**src/logic/board_pkg.sv**
```systemverilog
package board_pkg;

    //----------------------------
    // Board constants
    //----------------------------

    localparam int n_digits = 8;                // TM1638 digits, one LED per digit

    //----------------------------
    // Datapath records
    //----------------------------

    typedef struct packed
    {
        logic               valid;              // One cycle per received sample
        logic signed [23:0] value;
    } mic_sample_t;

    typedef struct packed
    {
        logic [n_digits - 1:0][7:0] segs;       // abcdefgh, bit 0 = a
        logic [n_digits - 1:0]      leds;
    } meter_display_t;

    typedef struct packed
    {
        logic sio_clk;
        logic sio_stb;                          // Low for one command group
        logic sio_data_out;
        logic sio_data_oe;                      // Pad driver enable
    } tm_pins_t;

    //----------------------------
    // TM1638 controller
    //----------------------------

    typedef enum logic [2:0]
    {
        st_idle,
        st_send_byte,
        st_read_byte,
        st_stb_gap
    } tm_state_t;

    typedef enum logic [7:0]
    {
        cmd_write_auto = 8'h40,                 // Data write, address auto increment
        cmd_read_keys  = 8'h42,
        cmd_addr0      = 8'hc0,
        cmd_display_on = 8'h8f                  // Display on, full brightness
    } tm_cmd_t;

endpackage

```
**src/logic/slow_strobe_gen.sv**
```systemverilog
`timescale 1ns/10ps

module slow_strobe_gen
#(
    parameter int clk_mhz    = 27,
    parameter int refresh_hz = 10
)
(
    input  logic clk,
    input  logic reset,
    output logic refresh_tick
);

    localparam int period = clk_mhz * 1_000_000 / refresh_hz;
    localparam int w_cnt  = period > 1 ? $clog2(period) : 1;

    logic [w_cnt - 1:0] cnt;                   // Cycles left in this period

    always_ff @(posedge clk)
    begin
        if (reset)
        begin
            cnt          <= w_cnt'(period - 1);
            refresh_tick <= 1'b0;
        end
        else if (cnt == '0)
        begin
            cnt          <= w_cnt'(period - 1);
            refresh_tick <= 1'b1;
        end
        else
        begin
            cnt          <= cnt - 1'b1;
            refresh_tick <= 1'b0;
        end
    end

endmodule

```
**src/logic/inmp441_mic_i2s_receiver.sv**
```systemverilog
`timescale 1ns/10ps

module inmp441_mic_i2s_receiver
#(
    parameter int sck_div = 5
)
(
    input  logic                   clk,
    input  logic                   reset,
    input  logic                   sd,
    output logic                   sck,
    output logic                   ws,
    output board_pkg::mic_sample_t mic_sample
);

    localparam int w_div = sck_div > 1 ? $clog2(sck_div) : 1;

    logic [w_div - 1:0] div_cnt;
    logic               sck_edge;              // sck toggles at this clock
    logic [5:0]         bit_cnt;               // Position in the 64 bit stereo frame
    logic [5:0]         bit_next;
    logic [22:0]        shift_reg;
    logic               sample_valid;
    logic [23:0]        sample_value;

    assign sck_edge = (div_cnt == w_div'(sck_div - 1));
    assign bit_next = bit_cnt + 6'd1;

    //----------------------------
    // Serial clock and word select
    //----------------------------

    always_ff @(posedge clk)
    begin
        if (reset)
        begin
            div_cnt      <= '0;
            sck          <= 1'b0;
            ws           <= 1'b0;
            bit_cnt      <= '0;
            sample_valid <= 1'b0;
        end
        else
        begin
            div_cnt      <= sck_edge ? '0 : div_cnt + 1'b1;
            sample_valid <= 1'b0;

            if (sck_edge)
            begin
                sck <= ~sck;

                if (sck)                       // Falling edge starts the next bit
                begin
                    bit_cnt <= bit_next;
                    ws      <= bit_next[5];
                end
                else if (bit_cnt == 6'd24)     // Last data bit of the left slot
                    sample_valid <= 1'b1;
            end
        end
    end

    //----------------------------
    // Data capture on rising sck
    //----------------------------

    always_ff @(posedge clk)
    begin
        if (sck_edge && !sck && bit_cnt >= 6'd1 && bit_cnt <= 6'd24)
        begin
            shift_reg <= {shift_reg[21:0], sd};  // MSB first

            if (bit_cnt == 6'd24)
                sample_value <= {shift_reg, sd};
        end
    end

    assign mic_sample.valid = sample_valid;
    assign mic_sample.value = sample_value;

endmodule

```
**src/logic/mic_level_meter.sv**
```systemverilog
`timescale 1ns/10ps

module mic_level_meter
(
    input  logic                      clk,
    input  logic                      reset,
    input  logic                      refresh_tick,
    input  board_pkg::mic_sample_t    mic_sample,
    input  logic [7:0]                keys,
    output board_pkg::meter_display_t display
);

    logic [23:0] abs_value;
    logic [22:0] magnitude;                    // Saturated at 7FFFFFh
    logic [22:0] peak;
    logic [22:0] peak_next;
    logic        key_clear_q;
    logic        clear_pulse;                  // Rising edge of key 7

    //----------------------------
    // Encoding
    //----------------------------

    function automatic logic [7:0] hex_to_seg(input logic [3:0] nibble);
        case (nibble)
            4'h0:    hex_to_seg = 8'h3f;
            4'h1:    hex_to_seg = 8'h06;
            4'h2:    hex_to_seg = 8'h5b;
            4'h3:    hex_to_seg = 8'h4f;
            4'h4:    hex_to_seg = 8'h66;
            4'h5:    hex_to_seg = 8'h6d;
            4'h6:    hex_to_seg = 8'h7d;
            4'h7:    hex_to_seg = 8'h07;
            4'h8:    hex_to_seg = 8'h7f;
            4'h9:    hex_to_seg = 8'h6f;
            4'ha:    hex_to_seg = 8'h77;
            4'hb:    hex_to_seg = 8'h7c;
            4'hc:    hex_to_seg = 8'h39;
            4'hd:    hex_to_seg = 8'h5e;
            4'he:    hex_to_seg = 8'h79;
            default: hex_to_seg = 8'h71;       // F
        endcase
    endfunction

    // Digit 0 holds the least significant nibble
    function automatic board_pkg::meter_display_t encode_display(input logic [22:0] level_value);
        board_pkg::meter_display_t d;
        logic [23:0]               hex_value;
        logic [4:0]                level;

        hex_value = {1'b0, level_value};
        level     = '0;

        for (int b = 0; b < 23; b++)
            if (level_value[b])
                level = 5'(b + 1);             // Highest set bit plus one

        for (int i = 0; i < 6; i++)
            d.segs[i] = hex_to_seg(hex_value[4 * i +: 4]);

        for (int i = 6; i < board_pkg::n_digits; i++)
            d.segs[i] = 8'h00;                 // Blank

        for (int i = 0; i < board_pkg::n_digits; i++)
            d.leds[i] = (level >= 5'(16 + i));

        return d;
    endfunction

    //----------------------------
    // Magnitude and peak
    //----------------------------

    always_comb
    begin
        abs_value = mic_sample.value[23] ? 24'(-mic_sample.value) : mic_sample.value;
        magnitude = abs_value[23] ? 23'h7f_ffff : abs_value[22:0];
        peak_next = (mic_sample.valid && magnitude > peak) ? magnitude : peak;
    end

    assign clear_pulse = keys[7] & ~key_clear_q;

    always_ff @(posedge clk)
    begin
        if (reset)
        begin
            peak        <= '0;
            key_clear_q <= 1'b0;
            display     <= encode_display(23'd0);
        end
        else
        begin
            key_clear_q <= keys[7];

            if (clear_pulse)
            begin
                peak    <= '0;
                display <= encode_display(23'd0);
            end
            else if (refresh_tick)
            begin
                if (!keys[0])                  // Key 0 freezes the display
                    display <= encode_display(peak_next);

                peak <= '0;                    // New refresh window
            end
            else
                peak <= peak_next;
        end
    end

endmodule

```
**src/logic/tm1638_board_controller.sv**
```systemverilog
`timescale 1ns/10ps

module tm1638_board_controller
#(
    parameter int tm_clk_div = 20
)
(
    input  logic                      clk,
    input  logic                      reset,
    input  board_pkg::meter_display_t display,
    input  logic                      sio_data_in,
    output board_pkg::tm_pins_t       tm_pins,
    output logic [7:0]                keys
);

    localparam int         w_div          = tm_clk_div > 1 ? $clog2(tm_clk_div) : 1;
    localparam logic [4:0] last_disp_byte = 5'(2 * board_pkg::n_digits);
    localparam logic [4:0] last_read_byte = 5'd4;

    board_pkg::tm_state_t      state;
    board_pkg::meter_display_t disp_q;         // Snapshot for the current frame
    logic [w_div - 1:0]        div_cnt;
    logic                      phase_tick;     // One sio_clk half period elapsed
    logic                      half;           // Next tick raises sio_clk
    logic [1:0]                grp;            // Command group within the frame
    logic [4:0]                byte_cnt;
    logic [4:0]                byte_next;
    logic [4:0]                grp_last;
    logic [1:0]                read_idx;
    logic [2:0]                bit_cnt;
    logic [7:0]                cur_byte;
    logic [7:0]                key_acc;

    // Byte n of group g; group 1 alternates segment byte and LED byte
    function automatic logic [7:0] frame_byte
    (
        input logic [1:0]                g,
        input logic [4:0]                n,
        input board_pkg::meter_display_t d
    );
        logic [4:0] slot;

        slot = n - 5'd1;

        case (g)
            2'd0:    frame_byte = board_pkg::cmd_write_auto;
            2'd2:    frame_byte = board_pkg::cmd_display_on;
            2'd3:    frame_byte = board_pkg::cmd_read_keys;
            default:
                if (n == 5'd0)
                    frame_byte = board_pkg::cmd_addr0;
                else if (slot[0])
                    frame_byte = {7'd0, d.leds[slot[3:1]]};
                else
                    frame_byte = d.segs[slot[3:1]];
        endcase
    endfunction

    assign phase_tick = (div_cnt == w_div'(tm_clk_div - 1));
    assign byte_next  = byte_cnt + 5'd1;
    assign grp_last   = (grp == 2'd1) ? last_disp_byte : 5'd0;
    assign read_idx   = 2'(byte_cnt - 5'd1);   // Read bytes are numbered from 1

    //----------------------------
    // Frame sequencer
    //----------------------------

    always_ff @(posedge clk)
    begin
        if (reset)
        begin
            state    <= board_pkg::st_idle;
            div_cnt  <= '0;
            half     <= 1'b0;
            grp      <= 2'd0;
            byte_cnt <= '0;
            bit_cnt  <= '0;
            keys     <= '0;
            tm_pins  <= '{sio_clk: 1'b1, sio_stb: 1'b1, sio_data_out: 1'b0, sio_data_oe: 1'b0};
        end
        else
        begin
            div_cnt <= phase_tick ? '0 : div_cnt + 1'b1;

            if (phase_tick)
            begin
                case (state)
                    board_pkg::st_idle:
                    begin
                        tm_pins.sio_stb     <= 1'b0;
                        tm_pins.sio_data_oe <= 1'b1;
                        byte_cnt            <= '0;
                        bit_cnt             <= '0;
                        half                <= 1'b0;
                        state               <= board_pkg::st_send_byte;
                    end

                    board_pkg::st_send_byte, board_pkg::st_read_byte:
                    begin
                        if (!half)
                        begin
                            tm_pins.sio_clk <= 1'b0;
                            half            <= 1'b1;

                            if (state == board_pkg::st_send_byte)
                                tm_pins.sio_data_out <= cur_byte[bit_cnt];  // LSB first
                        end
                        else
                        begin
                            tm_pins.sio_clk <= 1'b1;   // Device samples here
                            half            <= 1'b0;
                            bit_cnt         <= bit_cnt + 3'd1;

                            if (bit_cnt == 3'd7)
                            begin
                                if (state == board_pkg::st_read_byte)
                                begin
                                    if (byte_cnt == last_read_byte)
                                    begin
                                        keys  <= key_acc;
                                        state <= board_pkg::st_stb_gap;
                                    end
                                    else
                                        byte_cnt <= byte_next;
                                end
                                else if (grp == 2'd3)
                                begin
                                    tm_pins.sio_data_oe <= 1'b0;  // TM1638 drives data
                                    byte_cnt            <= 5'd1;
                                    state               <= board_pkg::st_read_byte;
                                end
                                else if (byte_cnt == grp_last)
                                    state <= board_pkg::st_stb_gap;
                                else
                                    byte_cnt <= byte_next;
                            end
                        end
                    end

                    board_pkg::st_stb_gap:
                    begin
                        if (!tm_pins.sio_stb)
                        begin
                            tm_pins.sio_stb     <= 1'b1;
                            tm_pins.sio_data_oe <= 1'b0;
                        end
                        else
                        begin
                            grp   <= grp + 2'd1;       // Wraps to the next frame
                            state <= board_pkg::st_idle;
                        end
                    end

                    default:
                        state <= board_pkg::st_idle;
                endcase
            end
        end
    end

    //----------------------------
    // Byte load and key capture
    //----------------------------

    always_ff @(posedge clk)
    begin
        if (phase_tick)
        begin
            if (state == board_pkg::st_idle)
            begin
                cur_byte <= frame_byte(grp, 5'd0, disp_q);

                if (grp == 2'd0)
                    disp_q <= display;         // Frame start
            end
            else if (state == board_pkg::st_send_byte && half && bit_cnt == 3'd7)
                cur_byte <= frame_byte(grp, byte_next, disp_q);

            if (state == board_pkg::st_read_byte && half)
            begin
                if (bit_cnt == 3'd0)
                    key_acc[{1'b0, read_idx}] <= sio_data_in;
                else if (bit_cnt == 3'd4)
                    key_acc[{1'b1, read_idx}] <= sio_data_in;
            end
        end
    end

endmodule

```
**src/logic/board_specific_top.sv**
```systemverilog
`timescale 1ns/10ps

module board_specific_top
#(
    parameter int clk_mhz    = 27,
    parameter int refresh_hz = 10,
    parameter int sck_div    = 5,              // 2.7 MHz sck at 27 MHz
    parameter int tm_clk_div = 20              // Keeps sio_clk under 1 MHz
)
(
    input  logic                clk,
    input  logic                reset,

    input  logic                sio_data_in,
    output board_pkg::tm_pins_t tm_pins,

    input  logic                mic_sd,
    output logic                mic_sck,
    output logic                mic_ws,
    output logic                mic_lr
);

    logic                      refresh_tick;
    board_pkg::mic_sample_t    mic_sample;
    board_pkg::meter_display_t display;
    logic [7:0]                keys;

    //----------------------------

    slow_strobe_gen
    #(
        .clk_mhz    ( clk_mhz    ),
        .refresh_hz ( refresh_hz )
    )
    i_strobe
    (
        .clk          ( clk          ),
        .reset        ( reset        ),
        .refresh_tick ( refresh_tick )
    );

    //----------------------------

    inmp441_mic_i2s_receiver
    #(
        .sck_div ( sck_div )
    )
    i_microphone
    (
        .clk        ( clk        ),
        .reset      ( reset      ),
        .sd         ( mic_sd     ),
        .sck        ( mic_sck    ),
        .ws         ( mic_ws     ),
        .mic_sample ( mic_sample )
    );

    assign mic_lr = 1'b0;                      // Left channel

    //----------------------------

    mic_level_meter i_meter
    (
        .clk          ( clk          ),
        .reset        ( reset        ),
        .refresh_tick ( refresh_tick ),
        .mic_sample   ( mic_sample   ),
        .keys         ( keys         ),
        .display      ( display      )
    );

    //----------------------------

    tm1638_board_controller
    #(
        .tm_clk_div ( tm_clk_div )
    )
    i_tm1638
    (
        .clk         ( clk         ),
        .reset       ( reset       ),
        .display     ( display     ),
        .sio_data_in ( sio_data_in ),
        .tm_pins     ( tm_pins     ),
        .keys        ( keys        )
    );

endmodule

```
**config.mk**
```make
export PLATFORM = sky130hd
export DESIGN_NAME = board_specific_top
export DESIGN_NICKNAME = d
export VERILOG_FILES = /design/src/logic/board_pkg.sv /design/src/logic/slow_strobe_gen.sv /design/src/logic/inmp441_mic_i2s_receiver.sv /design/src/logic/mic_level_meter.sv /design/src/logic/tm1638_board_controller.sv /design/src/logic/board_specific_top.sv
export SDC_FILE = /design/constraint.sdc
export NUM_CORES = 1
export LEC_CHECK = 0
export CAP_MARGIN = 25
export CORE_UTILIZATION = 60
export CTS_BUF_LIST = sky130_fd_sc_hd__clkbuf_16
export CTS_CLUSTER_SIZE = 24
export DETAILED_ROUTE_END_ITERATION = 8
export DONT_BUFFER_PORTS = 1
export GPL_TIMING_DRIVEN = 0
export PLACE_DENSITY = 0.82
export SETUP_SLACK_MARGIN = 0.5
export SLEW_MARGIN = 20
export SYNTH_ARGS = -nofsm -noshare
export SYNTH_HDL_FRONTEND = slang
export SYNTH_SLANG_ARGS = --single-unit
```
**constraint.sdc**
```tcl
create_clock -name clk -period 14.99 [get_ports clk]
set_clock_uncertainty 0.1 [all_clocks]
set_input_delay 2.998 -clock clk [delete_from_list [all_inputs] [get_ports clk]]
set_output_delay 2.998 -clock clk [all_outputs]
set_load 0.005 [all_outputs]
```
**Word-level counts from Yosys, hierarchy flattened**

Memories as Yosys holds them, arrays and structs flattened. A register that Yosys moved wholly into a read port is not among the register bits.
Index checks and enable logic that the tools add are counted.

- Add/subtract/negate cells: 10
- Order comparisons: 17
- Equal/unequal tests: 23
- Muxes and demuxes: 80
- Bitwise logic cells: 6
- Reduce and logical (&&, ||, !) cells: 43

Operator list:

| kind | count |
|---|---|
| $mux 5 | 19 |
| $mux 8 | 7 |
| $pmux 8 s3 | 2 |
| $mux 23 | 2 |
| $ge 5x5->1 const B | 8 |
| $mux 3 | 12 |
| $mux 4 | 8 |
| $bmux 8 s3 | 1 |
| $mux 24 | 1 |
| $neg 24->24 | 1 |
| $gt 23x23->1 | 1 |
| $logic_not 22->1 | 1 |
| $sub 22x1->22 const B | 1 |
| $reduce_and 6->1 | 3 |
| $bwmux 8 | 2 |
| $mux 1 | 14 |
| $reduce_and 2->1 | 7 |
| $lt 3x4->1 const B | 3 |
| $reduce_and 3->1 | 4 |
| $add 5x1->5 const B | 2 |
| $pmux 5 s2 | 1 |
| $reduce_or 2->1 | 5 |
| $eq 3x3->1 const B | 3 |
| $logic_and 1x1->1 | 9 |
| 41 further kinds | 62 |

- Register bits after elaboration: 265
- Bits in read-only memories: 616
- Input port bits: 4
- Output and inout port bits: 7
- Memories: 6

Memory list:

| name | words | bits a word | rd ports | clocked after Yosys merged registers in | wr ports | RTL line | source |
|---|---|---|---|---|---|---|---|
| (name not given) | 16 | 7 | 1 | 1 | 0 | mic_level_meter.sv:25 | `case (nibble)` |
| (name not given) | 16 | 7 | 1 | 1 | 0 | mic_level_meter.sv:25 |  |
| (name not given) | 16 | 7 | 1 | 1 | 0 | mic_level_meter.sv:25 |  |
| (name not given) | 16 | 7 | 1 | 1 | 0 | mic_level_meter.sv:25 |  |
| (name not given) | 16 | 7 | 1 | 1 | 0 | mic_level_meter.sv:25 |  |
| (name not given) | 8 | 7 | 1 | 1 | 0 | mic_level_meter.sv:25 |  |

**Longest topological paths before layout**

- Depth after elaboration: 34
- Mapped depth: 27
- Depth with buffers taken out: 23

**By module**

From an unflattened synthesis, not the netlist that was laid out.

- Cell total of the unflattened synthesis: 1344
- Area total of the unflattened synthesis: 14254.9 µm²

By module, submodules not included:

| module | times used | cells each | area an instance (µm²) | seq. area each (µm²) |
|---|---|---|---|---|
| mic_level_meter | 1 | 736 | 5990.7 | 1481.4 |
| tm1638_board_controller | 1 | 384 | 5282.6 | 3243.1 |
| inmp441_mic_i2s_receiver | 1 | 108 | 1965.6 | 1631.6 |
| slow_strobe_gen | 1 | 114 | 1004.7 | 460.4 |
| board_specific_top | 1 | 2 | 11.3 | 0.0 |

**Worst setup path after synthesis**

No wires, ideal clock.

- Path type: reg2reg
- Start: reg i_microphone.sample_value[1]
- End: reg i_meter.display[3] (netlist name)
- Setup time: 0.069 ns
- Arrival: 5.777 ns
- Data required time: 14.821 ns
- Setup slack: 9.044 ns
- Stages on the path, launching flop included: 28
- Buffers on the path: 4
- Clock period less this slack: 5.946 ns
- Path through: edfxtp_1 > inv_1 > ha_1 > nor4b_4 > nand4_1 > buf_2 > o311ai_1 > o311ai_4 > inv_2 > ha_1 > a21o_1 > a21o_1 > a21oi_1 > nand4_1 > nand2_2 > buf_2 > buf_2 > buf_2 > mux2i_1 > ha_1 > o21ai_0 > a21oi_1 > o21ai_0 > a221o_1 > nand3_1 > a32o_1 > o2111ai_2 > o21ai_1

- Cells in the longest elaborated chain, start to end: 34

Ends and longest elaborated chain:

| element | RTL line | source |
|---|---|---|
| start, declared | inmp441_mic_i2s_receiver.sv:24 | `logic [23:0] sample_value;` |
| start signal, assigned | inmp441_mic_i2s_receiver.sv:74 | `sample_value <= {shift_reg, sd};` |
| $neg 24->24 | mic_level_meter.sv:76 | `abs_value = mic_sample.value[23] ? 24'(-mic_sample.value) : mic_sample.value;` |
| $mux 24 (*) | mic_level_meter.sv:76 |  |
| $mux 23 (*) | mic_level_meter.sv:77 | `magnitude = abs_value[23] ? 23'h7f_ffff : abs_value[22:0];` |
| $gt 23x23->1 | mic_level_meter.sv:78 | `peak_next = (mic_sample.valid && magnitude > peak) ? magnitude : peak;` |
| $logic_and 1x1->1 | mic_level_meter.sv:78 |  |
| $mux 23 (*) | mic_level_meter.sv:78 |  |
| $mux 1 | mic_level_meter.sv:55 | `if (level_value[b])` |
| $mux 2 (2 in a row) | mic_level_meter.sv:55 |  |
| $mux 3 (4 in a row) | mic_level_meter.sv:55 |  |
| $mux 4 (8 in a row) | mic_level_meter.sv:55 |  |
| $mux 5 (7 in a row) | mic_level_meter.sv:55 |  |
| $mux 5 (*) | mic_level_meter.sv:55 |  |
| $mux 5 (*) | mic_level_meter.sv:102 | `if (!keys[0])` |
| $mux 5 (*) | mic_level_meter.sv:100 | `else if (refresh_tick)` |
| $mux 5 (*) | mic_level_meter.sv:95 | `if (clear_pulse)` |
| $mux 5 (*) | mic_level_meter.sv:85 | `if (reset)` |
| $ge 5x5->1 (*) | mic_level_meter.sv:65 | `d.leds[i] = (level >= 5'(16 + i));` |

Every way passes the cells marked *; elsewhere a longest branch is shown, timed or not. The select of a mux whose other input is x is not followed.
A chain may end at the register's enable or synchronous reset.

**Final worst setup path**

- Start: reg i_microphone.sample_value[1]
- End: reg i_meter.display[3] (netlist name)

- Cells in the longest elaborated chain, start to end: 34

Ends and longest elaborated chain:

| element | RTL line |
|---|---|
| $neg 24->24 | mic_level_meter.sv:76 |
| $mux 24 (*) | mic_level_meter.sv:76 |
| $mux 23 (*) | mic_level_meter.sv:77 |
| $gt 23x23->1 | mic_level_meter.sv:78 |
| $logic_and 1x1->1 | mic_level_meter.sv:78 |
| $mux 23 (*) | mic_level_meter.sv:78 |
| $mux 1 | mic_level_meter.sv:55 |
| $mux 2 (2 in a row) | mic_level_meter.sv:55 |
| $mux 3 (4 in a row) | mic_level_meter.sv:55 |
| $mux 4 (8 in a row) | mic_level_meter.sv:55 |
| $mux 5 (7 in a row) | mic_level_meter.sv:55 |
| $mux 5 (*) | mic_level_meter.sv:55 |
| $mux 5 (*) | mic_level_meter.sv:102 |
| $mux 5 (*) | mic_level_meter.sv:100 |
| $mux 5 (*) | mic_level_meter.sv:95 |
| $mux 5 (*) | mic_level_meter.sv:85 |
| $ge 5x5->1 (*) | mic_level_meter.sv:65 |

Marked as above.

==> results by group <==
Cells and area
  – Most common cell after layout, fill and taps aside: dfxtp_1
  – Area Overhead vs Synth: 9.72%
  – Leading cell types in the layout, fill and taps excluded: dfxtp_1, nor2_1, edfxtp_1
  – Layout cells sized above 1: 9.58%
  – Ant diodes: 0
  – Post-route cell area: 14,000 um^2
  – Final net count: 1,399
  – Biggest regs: i_meter.display: 50 flops, i_tm1638.disp_q: 50 flops, i_microphone.sample_value: 24 flops

Worst hold path
  – Worst hold path class: flop to flop

Drt
  – DR vias/cell: 6.11
  – Vias: 9,745
  – Initial DRC Count: 697
  – DRT antenna net count: 0
  – DRC: 0
  – DR pass1 iterations: 5
  – Drt total wl: 28,600 um
  – WL/cell: 17.9 um

Logic synthesis
  – Ys async rst share: 0%
  – Yosys Warn Count: 0
  – Sequential element share of the synthesized area: 45.9%
  – Post-synth cell types: 83
  – Yosys reg bits: 239
  – Syn_nets: 1,369
  – Syn Inst Count: 1,276
  – EDFF count, synth: 107
  – Cell area after synthesis: 12,800 um^2
  – Prevailing post-synth register cell: dfxtp_1
  – Syn_area_per_cell: 9.99 um^2

Floorplanning
  – Die area: 21,800 um^2
  – Core footprint: 20,600 um^2
  – Die Wd: 148 um
  – Die H: 148 um
  – I/O pins: 11
  – Starting Density: 62.0%
  – Rows: 52

Clocking
  – Setup bufs post-CTS: 0
  – Post-CTS Hold Buffers: 0
  – Clock sinks: 239
  – Max clock buf depth: 3
  – Latest clock arrival within the worst-skew pair: 530 ps
  – H-tree depth: 1
  – Num CTS Buffers: 25
  – Clock Tree Root: clkbuf_16
  – CTS tree: yes
  – Clock transition at path regs: 60 ps
  – Post-cts resize count: 0

Timing
  – RSZ-0062 raised after global routing: false
  – Max-slew headroom: 30.5%
  – Period utilisation layout: 50.6%
  – Max Clk Rate: 132 MHz
  – Final setup viols: 0
  – Pins Over Slew Limit: 0
  – Final Hold Fails: 0
  – Setup TNS: 0 ps
  – Least-Margin Pin Slew: 1030 ps
  – Min Tclk post-route: 7580 ps
  – PnR worst setup slack: 7410 ps

Global routing
  – Grt ovf: 0
  – Total GRT Usage: 26.7%
  – Initial antenna violation count: 0
  – Largest net degree at the start of global routing: 34
  – First-pass GRT wire length: 46,500 um
  – Vias in the first global route: 9,327

Place
  – GP Congestion: 0.922
  – Pre-CTS WS: 7570 ps
  – Cell area after placement: 13,100 um^2
  – Buffers added on ports: 0
  – HPWL after detailed placement: 20,800 um

Run status
  – Status: finished, final reports clean

Pwr
  – Int Power: 1050 uW
  – Maximum VDD drop: 0.109 mV
  – Clock power share: 47.6%
  – Sw Share: 20.3%
  – Combinational Power Share: 1.0%
  – Leakage: 0.00524 uW
  – Power per cell area: 94.4 nW/um^2
  – Flop pwr share: 51.4%
  – Switching power: 268 uW

Setup path
  – Required @ worst endpoint: 15,340 ps
  – Crit. End Element: flop
  – Max FO, Critical Path: 10
  – Top delay family on crit path: compound AO/OA/AOI/OAI gates
  – WP buf/inv: 5
  – CP max stage delay: 540 ps
  – Critical path class: flop to flop
  – CP Data Arrival Time: 7930 ps
  – Crit path launch type: flop
  – Slowest-stage cell, CP: mux2i_1
  – Most Frequent Cell on Critical Path: buf_2

Run
  – MaxCap Viol Count: 0
[per-layer routing]
layer / wire length (um) / track usage, % / part of all wire [%] / up-vias
met1: 12000 / 34.2 / 42 / 4670
met3: 1820 / 3.64 / 6.4 / 75
met4: 998 / 10.4 / 3.5 / 0
met2: 13700 / 45.6 / 48 / 293
met5: 0 / 0 / 0 / -
li1: - / - / - / 4707
[kinds of logic after synthesis]
group / Yosys count / synth area share, %
AOI/OAI and AO/OA: 272 / 13.6
muxes: 90 / 8.78
and+or+nand+nor: 404 / 15.7
buffers and inverters: 137 / 4.23
DFF: 239 / 45.9
other: 1 / 0.0294
adders and majority gates: 89 / 8.73
xor gates and xnor gates: 44 / 3.02
[worst register-to-register path, cell delays in order (launching register included)]
cell       delay [ps]
edfxtp_1          470
inv_1             140
ha_1              280
nor4b_4           380
nand4_1           290
buf_2             280
o311a_1           360
a21oi_1           450
ha_1              220
nand4_1           190
nor4_1            480
a21boi_1          220
nand2_2           350
buf_2             380
buf_2             350
buf_2             340
mux2i_1           540
ha_1              320
o21ai_0           100
a21oi_1           160
o21ai_0           120
a221o_1           370
nand3_1            90
a32o_1            200
o2111ai_2         140
o21ai_1           190
[power by group through the flow]
stage / registers [uW] / clock network (uW) / logic (uW)
floorplan: 692 / 0 / 9.59
global placement: 693 / 0 / 13.2
detailed placement: 693 / 0 / 13.5
CTS: 679 / 638 / 13.6
global route: 679 / 662 / 15.4
finish: 679 / 629 / 13.7
[per-stage QoR]
stage / instances / hold WS (ps) / util (%) / total power (uW)
floorplan: 1276 / 266 / - / 702
global placement: 1546 / 274 / 63.7 / 706
detailed placement: 1549 / 306 / 63.9 / 706
CTS: 1595 / 320 / 68.1 / 1330
global route: 1595 / 331 / 68.1 / 1360
finish: 1595 / 315 / 68.1 / 1320
[area by class of cell]
| type | count | area (um^2) |
|---|---|---|
| Fill cell | 1602 | 6570 |
| Multi-Input combinational cell | 900 | 6380 |
| Sequential cell | 239 | 5860 |
| Clock buffer | 28 | 701 |
| Tap cell | 270 | 338 |
| Inverter | 77 | 289 |
| Buffer | 60 | 250 |
| Clock inverter | 18 | 149 |
| Timing Repair Buffer | 3 | 35.0 |
[worst paths after layout]
path,start,to,slack [ps],cells after the start
hold reg to reg,i_strobe.cnt[0],i_strobe.cnt[0],320,1
hold / removal,i_strobe.cnt[0],i_strobe.cnt[0],320,1
setup / recovery,i_microphone.sample_value[1],i_meter.display[3],7410,25
setup reg to reg,i_microphone.sample_value[1],i_meter.display[3],7410,25
[cell usage after synthesis (all sizes together), types with 6 or more instances]
master,instances,area share (%)
o31ai,11,0.65
nand2b,16,0.84
ha,89,8.7
a21oi,86,3.4
a211oi,13,0.77
mux4,12,2.1
xnor2,29,2.0
o311ai,9,0.76
buf,16,0.67
clkbuf,44,1.3
mux2i,52,4.4
a31oi,17,0.88
dfxtp,132,21
nand2,100,3.0
nor3b,7,0.41
a21o,6,0.35
a22oi,8,0.47
nor3,35,1.5
mux2,26,2.3
or2,6,0.29
or4,9,0.56
o21ai,69,2.7
nand3,39,1.5
nor2,116,3.4
and3,13,0.64
nor2b,11,0.54
or3,12,0.63
nor4,15,0.83
xor2,15,1.0
edfxtp,107,25
inv,76,2.2
nand4,11,0.54
No activity file was read; power rests on OpenSTA's default activity.
